**src/ins_exec_settings.svh**
```systemverilog
// Field widths, opcode numbers and condition bits of the execution front end, included by RTL and testbench
`ifndef INS_EXEC_SETTINGS_SVH
`define INS_EXEC_SETTINGS_SVH

// Word and field widths
`define INS_W 16
`define OP_W 6
`define REG_W 5
`define IMM_W 32
`define ALU_W 3

// Field positions inside the instruction word, opcode sits on top
`define SRC_LSB 5
`define DST_LSB 0

// Opcode numbers of the kept subset
`define OP_ADD 6'd0
`define OP_SUB 6'd4
`define OP_AND 6'd9
`define OP_OR 6'd10
`define OP_XOR 6'd11
`define OP_CMP 6'd30
`define OP_MOVEI 6'd38
`define OP_LOAD 6'd41
`define OP_STORE 6'd47
`define OP_JUMP 6'd52
`define OP_JR 6'd53
`define OP_NOP 6'd57

// Condition bits in the destination field of a jump
`define COND_NZ 0
`define COND_Z 1
`define COND_NF 2
`define COND_F 3
`define COND_SEL 4

`endif

```
**src/ins_exec_pkg.sv**
```systemverilog
// Shared field types, MOVEI state encoding and the structs passed between the front-end blocks
`default_nettype none

`include "ins_exec_settings.svh"

package ins_exec_pkg;

	// Plain field types
	typedef logic [`INS_W-1:0] ins_word_t;
	typedef logic [`OP_W-1:0] opcode_t;
	typedef logic [`REG_W-1:0] reg_sel_t;
	typedef logic [`IMM_W-1:0] imm_t;
	typedef logic [`ALU_W-1:0] alu_func_t;

	// MOVEI tracking, opcode word then low data then high data
	typedef enum logic [1:0] {
		IDLE,
		AWAIT_LO,
		AWAIT_HI
	} movei_state_t;

	// What an accepted word turned out to be
	// At most one bit high per cycle
	typedef struct packed {
		logic ins;
		logic movei;
		logic imm_lo;
		logic imm_hi;
	} word_take_t;

	// Microcode ROM contents
	typedef struct packed {
		alu_func_t alu_func;
		logic flag_ld;
		logic res_wr;
		logic dst_wr;
		logic mem_rd;
		logic mem_wr;
		logic jump_rel;
		logic jump_abs;
	} microword_t;

	// Same layout once gated with exe and the condition
	typedef struct packed {
		alu_func_t alu_func;
		logic flag_ld;
		logic res_wr;
		logic dst_wr;
		logic mem_rd;
		logic mem_wr;
		logic jump_rel;
		logic jump_abs;
	} exec_strobes_t;

	// ALU flags, held by the datapath through execute
	typedef struct packed {
		logic zero;
		logic carry;
		logic negative;
	} cpu_flags_t;

endpackage

`default_nettype wire

```
**src/movei_seq.sv**
```systemverilog
// MOVEI sequencer, sorts every accepted instruction word into instruction, MOVEI or data half
`default_nettype none

`include "ins_exec_settings.svh"

module movei_seq (
	input wire logic sys_clk,
	input wire logic resetl,
	input wire logic go,
	input wire logic ins_rdy,
	input wire ins_exec_pkg::opcode_t opcode,
	output ins_exec_pkg::word_take_t take
);

	ins_exec_pkg::movei_state_t state;
	ins_exec_pkg::movei_state_t state_nxt;
	logic accept;
	logic is_movei;

	// Word only counts while running
	assign accept = ins_rdy & go;

	// Opcode decode, only meaningful in IDLE
	// Data words may carry any bit pattern
	assign is_movei = (opcode == `OP_MOVEI);

	// Classification of the word on the bus
	always_comb begin
		take = '0;
		if (accept) begin
			case (state)
				ins_exec_pkg::IDLE: begin
					take.movei = is_movei;
					take.ins = ~is_movei;
				end
				ins_exec_pkg::AWAIT_LO: take.imm_lo = 1'b1;
				ins_exec_pkg::AWAIT_HI: take.imm_hi = 1'b1;
				default: take = '0;
			endcase
		end
	end

	// Advance only on an accepted word
	always_comb begin
		state_nxt = state;
		if (take.movei)
			state_nxt = ins_exec_pkg::AWAIT_LO;
		if (take.imm_lo)
			state_nxt = ins_exec_pkg::AWAIT_HI;
		if (take.imm_hi)
			state_nxt = ins_exec_pkg::IDLE;
	end

	always_ff @(posedge sys_clk) begin
		if (!resetl) begin
			state <= ins_exec_pkg::IDLE;
		end else begin
			state <= state_nxt;
		end
	end

	// Decode registers downstream rely on a single load per word
	a_take_onehot: assert property (@(posedge sys_clk) disable iff (!resetl)
		$onehot0(take))
		else $error("movei_seq: more than one take bit");

	// Unused encoding would lock out every further instruction
	a_state_legal: assert property (@(posedge sys_clk) disable iff (!resetl)
		state inside {ins_exec_pkg::IDLE, ins_exec_pkg::AWAIT_LO, ins_exec_pkg::AWAIT_HI})
		else $error("movei_seq: illegal state");

endmodule

`default_nettype wire

```
**src/ins_regs.sv**
```systemverilog
// Decode stage, holds operand fields, looks up the microword and builds the MOVEI immediate
`default_nettype none

`include "ins_exec_settings.svh"

module ins_regs (
	input wire logic sys_clk,
	input wire logic resetl,
	input wire ins_exec_pkg::word_take_t take,
	input wire ins_exec_pkg::ins_word_t ins_word,
	output logic exe,
	output ins_exec_pkg::microword_t mword,
	output ins_exec_pkg::reg_sel_t src_reg,
	output ins_exec_pkg::reg_sel_t dst_reg,
	output ins_exec_pkg::imm_t imm_data,
	output logic imm_wr,
	output ins_exec_pkg::reg_sel_t imm_dst
);

	ins_exec_pkg::opcode_t opc;
	ins_exec_pkg::reg_sel_t src_fld;
	ins_exec_pkg::reg_sel_t dst_fld;
	ins_exec_pkg::microword_t rom_word;
	ins_exec_pkg::ins_word_t imm_lo;
	ins_exec_pkg::reg_sel_t movei_dst;

	// Field split of the incoming word
	assign opc = ins_word[`INS_W-1 -: `OP_W];
	assign src_fld = ins_word[`SRC_LSB +: `REG_W];
	assign dst_fld = ins_word[`DST_LSB +: `REG_W];

	// Microcode ROM
	// Anything not listed decodes as NOP
	always_comb begin
		rom_word = '0;
		case (opc)
			`OP_ADD: begin
				rom_word.alu_func = 3'b000;
				rom_word.flag_ld = 1'b1;
				rom_word.res_wr = 1'b1;
				rom_word.dst_wr = 1'b1;
			end
			`OP_SUB: begin
				rom_word.alu_func = 3'b001;
				rom_word.flag_ld = 1'b1;
				rom_word.res_wr = 1'b1;
				rom_word.dst_wr = 1'b1;
			end
			`OP_AND: begin
				rom_word.alu_func = 3'b100;
				rom_word.flag_ld = 1'b1;
				rom_word.res_wr = 1'b1;
				rom_word.dst_wr = 1'b1;
			end
			`OP_OR: begin
				rom_word.alu_func = 3'b101;
				rom_word.flag_ld = 1'b1;
				rom_word.res_wr = 1'b1;
				rom_word.dst_wr = 1'b1;
			end
			`OP_XOR: begin
				rom_word.alu_func = 3'b110;
				rom_word.flag_ld = 1'b1;
				rom_word.res_wr = 1'b1;
				rom_word.dst_wr = 1'b1;
			end
			// Subtract for flags only, result discarded
			`OP_CMP: begin
				rom_word.alu_func = 3'b001;
				rom_word.flag_ld = 1'b1;
			end
			`OP_LOAD: begin
				rom_word.mem_rd = 1'b1;
				rom_word.dst_wr = 1'b1;
			end
			`OP_STORE: rom_word.mem_wr = 1'b1;
			`OP_JUMP: rom_word.jump_abs = 1'b1;
			`OP_JR: rom_word.jump_rel = 1'b1;
			`OP_NOP: rom_word = '0;
			default: rom_word = '0;
		endcase
	end

	// Decode registers, held until the next instruction
	always_ff @(posedge sys_clk) begin
		if (!resetl) begin
			mword <= '0;
			src_reg <= '0;
			dst_reg <= '0;
		end else if (take.ins) begin
			mword <= rom_word;
			src_reg <= src_fld;
			dst_reg <= dst_fld;
		end
	end

	// Immediate assembly, high word lands above the low word
	always_ff @(posedge sys_clk) begin
		if (!resetl) begin
			imm_lo <= '0;
			movei_dst <= '0;
			imm_data <= '0;
			imm_dst <= '0;
		end else begin
			if (take.movei)
				movei_dst <= dst_fld;
			if (take.imm_lo)
				imm_lo <= ins_word;
			if (take.imm_hi) begin
				imm_data <= {ins_word, imm_lo};
				imm_dst <= movei_dst;
			end
		end
	end

	// One-cycle pulses for the execute stage
	always_ff @(posedge sys_clk) begin
		if (!resetl) begin
			exe <= 1'b0;
			imm_wr <= 1'b0;
		end else begin
			exe <= take.ins;
			imm_wr <= take.imm_hi;
		end
	end

	// Register file sees one writer per cycle
	a_exe_imm_excl: assert property (@(posedge sys_clk) disable iff (!resetl)
		!(exe && imm_wr))
		else $error("ins_regs: exe and imm_wr together");

endmodule

`default_nettype wire

```
**src/exec_ctrl.sv**
```systemverilog
// Execute control, gates the decoded microword with exe and the jump condition
`default_nettype none

`include "ins_exec_settings.svh"

module exec_ctrl (
	input wire logic exe,
	input wire ins_exec_pkg::microword_t mword,
	input wire ins_exec_pkg::reg_sel_t cond,
	input wire ins_exec_pkg::cpu_flags_t flags,
	output ins_exec_pkg::exec_strobes_t strobes,
	output logic flag_depend
);

	logic other_flag;
	logic need_z_ok;
	logic need_nz_ok;
	logic need_f_ok;
	logic need_nf_ok;
	logic cond_ok;
	logic jump;

	// Second flag is negative or carry, picked by SEL
	assign other_flag = cond[`COND_SEL] ? flags.negative : flags.carry;

	// Each requested flag state must hold
	// Unset bits never block the jump
	assign need_z_ok = ~cond[`COND_Z] | flags.zero;
	assign need_nz_ok = ~cond[`COND_NZ] | ~flags.zero;
	assign need_f_ok = ~cond[`COND_F] | other_flag;
	assign need_nf_ok = ~cond[`COND_NF] | ~other_flag;

	// Empty field means always
	assign cond_ok = need_z_ok & need_nz_ok & need_f_ok & need_nf_ok;

	// Jump of either kind in decode
	assign jump = mword.jump_rel | mword.jump_abs;

	// Strobes live only for the execute cycle
	always_comb begin
		strobes.alu_func = mword.alu_func & {`ALU_W{exe}};
		strobes.flag_ld = exe & mword.flag_ld;
		strobes.res_wr = exe & mword.res_wr;
		strobes.dst_wr = exe & mword.dst_wr;
		strobes.mem_rd = exe & mword.mem_rd;
		strobes.mem_wr = exe & mword.mem_wr;
		// Jumps additionally need the condition
		strobes.jump_rel = exe & mword.jump_rel & cond_ok;
		strobes.jump_abs = exe & mword.jump_abs & cond_ok;
	end

	// Conditional jump, flags must be settled before execute
	assign flag_depend = exe & jump & (|cond);

	// ROM never codes both jump kinds in one entry
	always_comb begin
		a_one_jump: assert (!(strobes.jump_rel && strobes.jump_abs))
			else $error("exec_ctrl: jump_rel and jump_abs together");
	end

endmodule

`default_nettype wire

```
**src/ins_exec.sv**
```systemverilog
// Top of the instruction execution front end, connects sequencer, decode and execute control
`default_nettype none

`include "ins_exec_settings.svh"

module ins_exec (
	input wire logic sys_clk,
	input wire logic resetl,
	input wire logic go,
	input wire logic ins_rdy,
	input wire ins_exec_pkg::ins_word_t ins_word,
	input wire ins_exec_pkg::cpu_flags_t flags,
	output logic exe,
	output ins_exec_pkg::exec_strobes_t strobes,
	output logic flag_depend,
	output ins_exec_pkg::reg_sel_t src_reg,
	output ins_exec_pkg::reg_sel_t dst_reg,
	output ins_exec_pkg::imm_t imm_data,
	output logic imm_wr,
	output ins_exec_pkg::reg_sel_t imm_dst
);

	ins_exec_pkg::word_take_t take;
	ins_exec_pkg::microword_t mword;

	// Word classification and MOVEI tracking
	movei_seq u_movei_seq (
		.sys_clk(sys_clk),
		.resetl(resetl),
		.go(go),
		.ins_rdy(ins_rdy),
		.opcode(ins_word[`INS_W-1 -: `OP_W]),
		.take(take)
	);

	// Decode registers and microcode ROM
	ins_regs u_ins_regs (
		.sys_clk(sys_clk),
		.resetl(resetl),
		.take(take),
		.ins_word(ins_word),
		.exe(exe),
		.mword(mword),
		.src_reg(src_reg),
		.dst_reg(dst_reg),
		.imm_data(imm_data),
		.imm_wr(imm_wr),
		.imm_dst(imm_dst)
	);

	// Condition code comes from the latched destination field
	exec_ctrl u_exec_ctrl (
		.exe(exe),
		.mword(mword),
		.cond(dst_reg),
		.flags(flags),
		.strobes(strobes),
		.flag_depend(flag_depend)
	);

endmodule

`default_nettype wire

```
**config.mk**
```make
export PLATFORM = sky130hd
export DESIGN_NAME = ins_exec
export DESIGN_NICKNAME = d
export VERILOG_FILES = /design/src/ins_exec_pkg.sv /design/src/movei_seq.sv /design/src/ins_regs.sv /design/src/exec_ctrl.sv /design/src/ins_exec.sv
export VERILOG_INCLUDE_DIRS = /design/src
export SDC_FILE = /design/constraint.sdc
export NUM_CORES = 1
export LEC_CHECK = 0
export BUFFER_PORTS_ARGS = -buffer_cell sky130_fd_sc_hd__buf_2
export CAP_MARGIN = 20
export CORE_MARGIN = 1.5
export CORE_UTILIZATION = 40
export DETAILED_ROUTE_END_ITERATION = 10
export PLACE_DENSITY = 0.66
export SLEW_MARGIN = 20
export SYNTH_ARGS = -nofsm -noshare
export SYNTH_HDL_FRONTEND = slang
export SYNTH_SLANG_ARGS = --single-unit
```
**constraint.sdc**
```tcl
create_clock -name sys_clk -period 1.3 [get_ports sys_clk]
set_input_delay 0.195 -clock sys_clk [delete_from_list [all_inputs] [get_ports sys_clk]]
set_output_delay 0.195 -clock sys_clk [all_outputs]
set_load 0.005 [all_outputs]
```
# --- Yosys cells after proc, flatten, opt, wreduce, memory -nomap -nowiden ---
# Cells that the tools add are included.
word_totals:
  reg_bits: 82
  in_bits: 23
  output_inout_bits: 60
op_classes:
  n_eq_ne: 12
  mux: 14
  n_bitwise: 29
  reduce_logical: 9
ops:
  columns: ["operator", "count"]
  rows:
  - ["6-bit equality test, second input constant", 5]
  - ["4-bit one-hot mux with 5 select lines", 1]
  - ["6-bit by 4-bit equality test with 1-bit output, second input constant", 3]
  - ["1-bit AND", 15]
  - ["5-bit OR reduction", 2]
  - ["1-bit 2-to-1 mux", 9]
  - ["1-bit NOT", 8]
  - ["6-bit by 3-bit equality test with 1-bit output, second input constant", 1]
  - ["6-bit by 5-bit equality test with 1-bit output, second input constant", 1]
  - ["6-bit logical NOT", 1]
  - ["2-bit 2-to-1 mux", 3]
  - ["6-bit OR reduction", 1]
  - ["1-bit OR", 5]
  - ["4-bit 2-to-1 mux", 1]
  - ["2-bit OR reduction", 2]
  - ["3-bit AND", 1]
  - ["3-bit OR reduction", 1]
  - ["2-bit by 1-bit equality test with 1-bit output, second input constant", 1]
  - ["2-bit equality test, second input constant", 1]
  - ["2-bit logical NOT", 1]
  - ["2-bit nonzero test", 1]

# --- Longest topological paths before layout ---
logic_depth:
  word_depth: 6
  ltp_mapped: 7
  mapped_depth_nobuf: 4

# --- Modules after synthesis ---
# Synthesis repeated with hierarchy kept, for this count alone.
unflattened:
  hier_cells: 323
  hier_area_um2: 3425.8
by_module_without_submodules:
  columns: ["module", "n_inst", "cells_per_inst", "area_each_um2", "seq_area_each_um2"]
  rows:
  - ["ins_regs", 1, 288, 3168.0, 1601.5]
  - ["movei_seq", 1, 17, 135.1, 40.0]
  - ["exec_ctrl", 1, 18, 122.6, 0.0]

# --- Least setup slack after synthesis ---
# Ideal clock, no wire load.
synth_timing:
  path_kind: "reg2reg"
  from: "register u_movei_seq.state[1]"
  to: "register u_ins_regs.imm_data[28]"
  setup_time_ns: 0.117
  t_arrival_ns: 1.186
  t_required_ns: 1.183
  path_slack_ns: -0.003
  stages_incl_launch_ff: 6
  path_buffers: 2
  cell_sequence: "dfxtp_1 nand4b_1 and2_1 buf_6 buf_2 a22o_1"
synth_between:
  elab_chain_len: 3
synth_rtl:
  columns: ["item", "line_no", "rtl"]
  rows:
  - ["start: declaration", "movei_seq.sv:15", "ins_exec_pkg::movei_state_t state;"]
  - ["start signal: assignment", "movei_seq.sv:56", "state <= ins_exec_pkg::IDLE;"]
  - ["start signal: assignment", "movei_seq.sv:58", "state <= state_nxt;"]
  - ["2-bit equality test", "movei_seq.sv:31", "case (state)"]
  - ["1-bit 2-to-1 mux", "movei_seq.sv:31", null]
  - ["4-bit 2-to-1 mux", "movei_seq.sv:30", "if (accept) begin"]
  - ["end signal: assignment", "ins_regs.sv:110", "imm_data <= {ins_word, imm_lo};"]
  - ["end: declaration", "ins_regs.sv:15", "output ins_exec_pkg::imm_t imm_data,"]
# Every way passes these cells.
# A chain may end at the register's enable or synchronous reset.

==> out/metrics.csv <==
stage,metric,value,unit
timing,minimum clock period,1.651,ns
timing,RSZ-0062 raised after global routing,true,
setup_path,Max stage delay on crit path,0.35,ns
timing,Final Hold Viols,0,
cells_and_area,Final #Nets,447,
floorplanning,Core Footprint,7370,um2
setup_path,R2R cell count,6,
drt,"antenna viol nets, final",0,
cells_and_area,antenna cells,0,
timing,final setup fails,20,
setup_path,Top delay family on crit path,multiplexers,
logic_synthesis,YS warnings,0,
clock_tree,CTS sink cnt,82,
power_and_ir_drop,PwrDens,1099,nW/um2
clock_tree,clk slew on worst S/H paths,0.09,ns
drt,DRT Pass-1 Iters,5,
placed_design,DP Wirelength,5.271,mm
timing,Worst Skew,0.01184,ns
floorplanning,row cnt,31,
drt,met2 WL post-DR,3.883,mm
setup_path,flop-to-flop setup slack,-0.07,ns
timing,Fmax,605.6,MHz
logic_synthesis,Post-synth top flop,dfxtp_1,
power_and_ir_drop,Leakage Power,1.819,nW
placed_design,Placer Congestion,0.8179,
logic_synthesis,Yosys top cell area share,53.18,%
setup_path,crit path cell chain,mux2i_2 > mux2i_1 > nand3_1 > nor2_1 > buf_2,
drt,WL/cell,15.38,um
logic_synthesis,"top cells by area, synth","dfxtp_1 (53%), a22o_1 (10%), nand2_1 (7.4%)",
placed_design,Port Buffers,82,
floorplanning,Die W,90.85,um
logic_synthesis,#FFs+latches synth,82,
setup_path,Crit Reg-Reg Startpoint,u_movei_seq.state[0]$_SDFFE_PP0P_,
power_and_ir_drop,P_sw,0.001148,W
drt,DRC,0,
cells_and_area,max FFs per register,32,
clock_tree,cts bufs inserted,9,
floorplanning,chip height,90.85,um
logic_synthesis,post-synthesis sequential area ratio,53.18,%
setup_path,"Max stage delay cell, worst path",dfxtp_2,
global_route,largest net degree at the start of global routing,32,
floorplanning,Die ar.,8253,um2
floorplanning,io pins,83,
drt,vias per cell,5.153,
cells_and_area,Non-Filler Instances,528,
cells_and_area,number of fill cells in the layout,653,
clock_tree,Root Driver,clkbuf_8,
placed_design,placed insts,503,
power_and_ir_drop,Flop pwr share,55.5,%
logic_synthesis,Unique masters post-synth,40,
timing,fin crit share,127.0,%
power_and_ir_drop,Clock Power Share,36.0,%
drt,DR WL met3,421,um
setup_path,CP Capture Type,output port,
power_and_ir_drop,Logic pwr share,8.5,%
timing,Pins Over Slew Limit,0,
outcome,failing checks,negative setup slack,
logic_synthesis,Post-synth EDFFs,0,
global_route,initial antenna violation count,0,
setup_path,CP Max Fanout,2,
setup_path,CP startpoint kind,flip-flop,
drt,M1 WL,3.617,mm
clock_tree,TritonCTS clock tree,built,
timing,final setup TNS,-1.090,ns
cells_and_area,multi-input logic area,1426,um2
placed_design,DP Worst Slack,-0.04105,ns
global_route,via count of the first global-routing pass,2540,
cells_and_area,synthesis-to-finish area growth,35.18,%
cells_and_area,FF/Latch Area,1649,um2
hold_path,hold path startpoint,ins_word[9],
logic_synthesis,syn_area_per_cell,9.707,um2
cells_and_area,Top reg by flops,u_ins_regs.imm_data,
logic_synthesis,Gate Count Post-Synth,318,
cells_and_area,share of cells above drive strength 1,41.72,%
logic_synthesis,Post-synth ARST share,0,%
global_route,gr ovfl total,0,
setup_path,reg-to-reg critical path endpoint,u_ins_regs.mword[8]$_SDFFE_PN0P_,
setup_path,Levels on crit path,5,
global_route,first-pass GRT wire length,12.49,mm
setup_path,Setup CP Type,reg -> out,
logic_synthesis,leading area contributor after synthesis,dfxtp_1,
hold_path,Hold Path End,u_ins_regs.imm_data[25]$_SDFFE_PN0P_,
timing,final setup margin,-0.3512,ns
global_route,overall global routing resource usage,19.17,%
hold_path,WHS Path Cells,2,
setup_path,crit path DAT,1.46,ns
timing,transition time of the tightest slew-check pin,0.4913,ns
setup_path,worst path bufs/invs,1,
clock_tree,H-tree levels,3,
setup_path,"Req. time, crit path",1.11,ns
drt,Top Metal Used,met4,
power_and_ir_drop,Max VDD drop,0.6170,mV
timing,Slew headroom,66.80,%
outcome,status,"complete, but fails checks",
run,max cap viols,0,
power_and_ir_drop,Internal,0.003439,W
floorplanning,Initial Utilization,41.88,%
drt,1st-iter DRT viols,129,
clock_tree,worst skew pair latency,0.35,ns
drt,via count of the routed design,2721,
hold_path,Tightest Hold Check Type,in -> reg,
power_and_ir_drop,switch share,25.03,%
logic_synthesis,"Cell Area, Synth",3087,um2
cells_and_area,Largest regs,"u_ins_regs.imm_data: 32 flops, u_ins_regs.imm_lo: 16 flops, u_ins_regs.mword: 10 flops",
timing,Worst Hold Slack,0.08602,ns
logic_synthesis,Mapped Nets,341,
drt,Routed WL,8.120,mm
clock_tree,# hold bufs at CTS,0,
clock_tree,CTS max path bufs,2,
-- how the worst max path moves through the flow --
stage | slack [ns] | endpoint | from
2_1_floorplan | 0.007 | u_ins_regs.imm_lo[10]$_SDFFE_PN0P_ | u_movei_seq.state[0]$_SDFFE_PP0P_
3_3_place_gp | -0.009 | u_ins_regs.mword[0]$_SDFFE_PN0P_ | ins_word[11]
3_5_place_dp | -0.04 | u_ins_regs.movei_dst[4]$_SDFFE_PN0P_ | u_movei_seq.state[1]$_SDFFE_PP0P_
4_1_cts | -0.34 | strobes[0] | u_ins_regs.dst_reg[4]$_SDFFE_PN0P_
5_1_grt | -0.50 | strobes[0] | u_ins_regs.dst_reg[4]$_SDFFE_PN0P_
6_report | -0.35 | strobes[0] | u_ins_regs.dst_reg[4]$_SDFFE_PN0P_
-- worst register-to-register path, delay by kind of cell, from the launching register on --
family,cells,cell delay (ns)
flops,1,0.34
compound gates,2,0.33
buf+inv,2,0.28
simple gates,2,0.37
-- synth_stat cells, drive strengths merged (2+ instances only) --
cell type / n
dfxtp: 82
nand2: 61
a22o: 37
a21oi: 36
buf: 18
nor2: 17
and2: 10
mux2i: 8
clkbuf: 7
nor3: 6
inv: 4
a31oi: 3
nand3: 3
nand4: 3
o21ai: 3
nor4: 2
-- final cells by class --
class                      count  share of cell area (%)
timing repair buffer         118                   18.77
tap                           99                   2.969
clock inverter                 4                  0.6297
clock buffer                  12                   3.478
sequential                    82                   39.52
inverter                       5                  0.4498
multi-input combinational    208                   34.18
-- what timing repair did --
| item | 4_1_cts | 5_1_grt |
|---|---|---|
| setup endpoints to repair | 29 | 82 |
| gates cloned | 1 | 2 |
| setup buffers | 2 | 4 |
| gates resized for setup | 19 | 37 |
| pin swaps | 7 | 21 |
-- cells by family after synthesis --
kind of cell / synth area share (%)
and+or+nand+nor: 17.75
AOI/OAI and AO/OA: 20.15
DFF: 53.18
buffers and inverters: 6.040
muxes: 2.594
xor gates and xnor gates: 0.2838
-- power by group through the flow --
stage	clock, W	sequential, W	combinational (W)
after global routing	0.00180	0.00255	0.000414
after detailed placement	0	0.00261	0.000312
final	0.00165	0.00255	0.000389
after CTS	0.00167	0.00255	0.000333
after global placement	0	0.00261	0.000307
after floorplan	0	0.00260	0.000176
-- layer usage --
layer,global-route usage [%],vias up
met5,0,-
li1,-,1331
met3,4.125,18
met2,30.89,81
met4,9.766,0
met1,24.04,1291
-- metrics by stage --
stage / utilization [%] / instance area [um2] / power (W)
final: 56.62 / 4173 / 0.004588
after global placement: 50.27 / 3705 / 0.002915
after floorplan: - / 3090 / 0.002780
after CTS: 53.79 / 3964 / 0.004546
after global routing: 56.62 / 4173 / 0.004765
after detailed placement: 50.27 / 3705 / 0.002919
-- layout by cell type (no fill, tap or decap), types with 2 or more instances in the layout --
master / netlist / routed
a21oi_1: 36 / 27
a21oi_2: 0 / 9
a22o_1: 37 / 37
a31o_4: 1 / 2
a31oi_1: 2 / 2
and2_1: 10 / 5
and2_4: 0 / 5
buf_12: 0 / 3
buf_2: 8 / 78
buf_4: 3 / 26
buf_6: 7 / 10
clkbuf_1: 7 / 2
clkbuf_8: 0 / 10
clkinv_2: 0 / 2
dfxtp_1: 82 / 78
dfxtp_2: 0 / 3
inv_1: 4 / 3
mux2i_1: 8 / 7
nand2_1: 61 / 54
nand2_2: 0 / 4
nand2_4: 0 / 3
nand3_2: 0 / 2
nand4_1: 2 / 2
nor2_1: 16 / 15
nor3_1: 5 / 4
nor3_2: 1 / 2
o21ai_0: 3 / 2
Note: power is estimated with default switching activity, not from simulation.
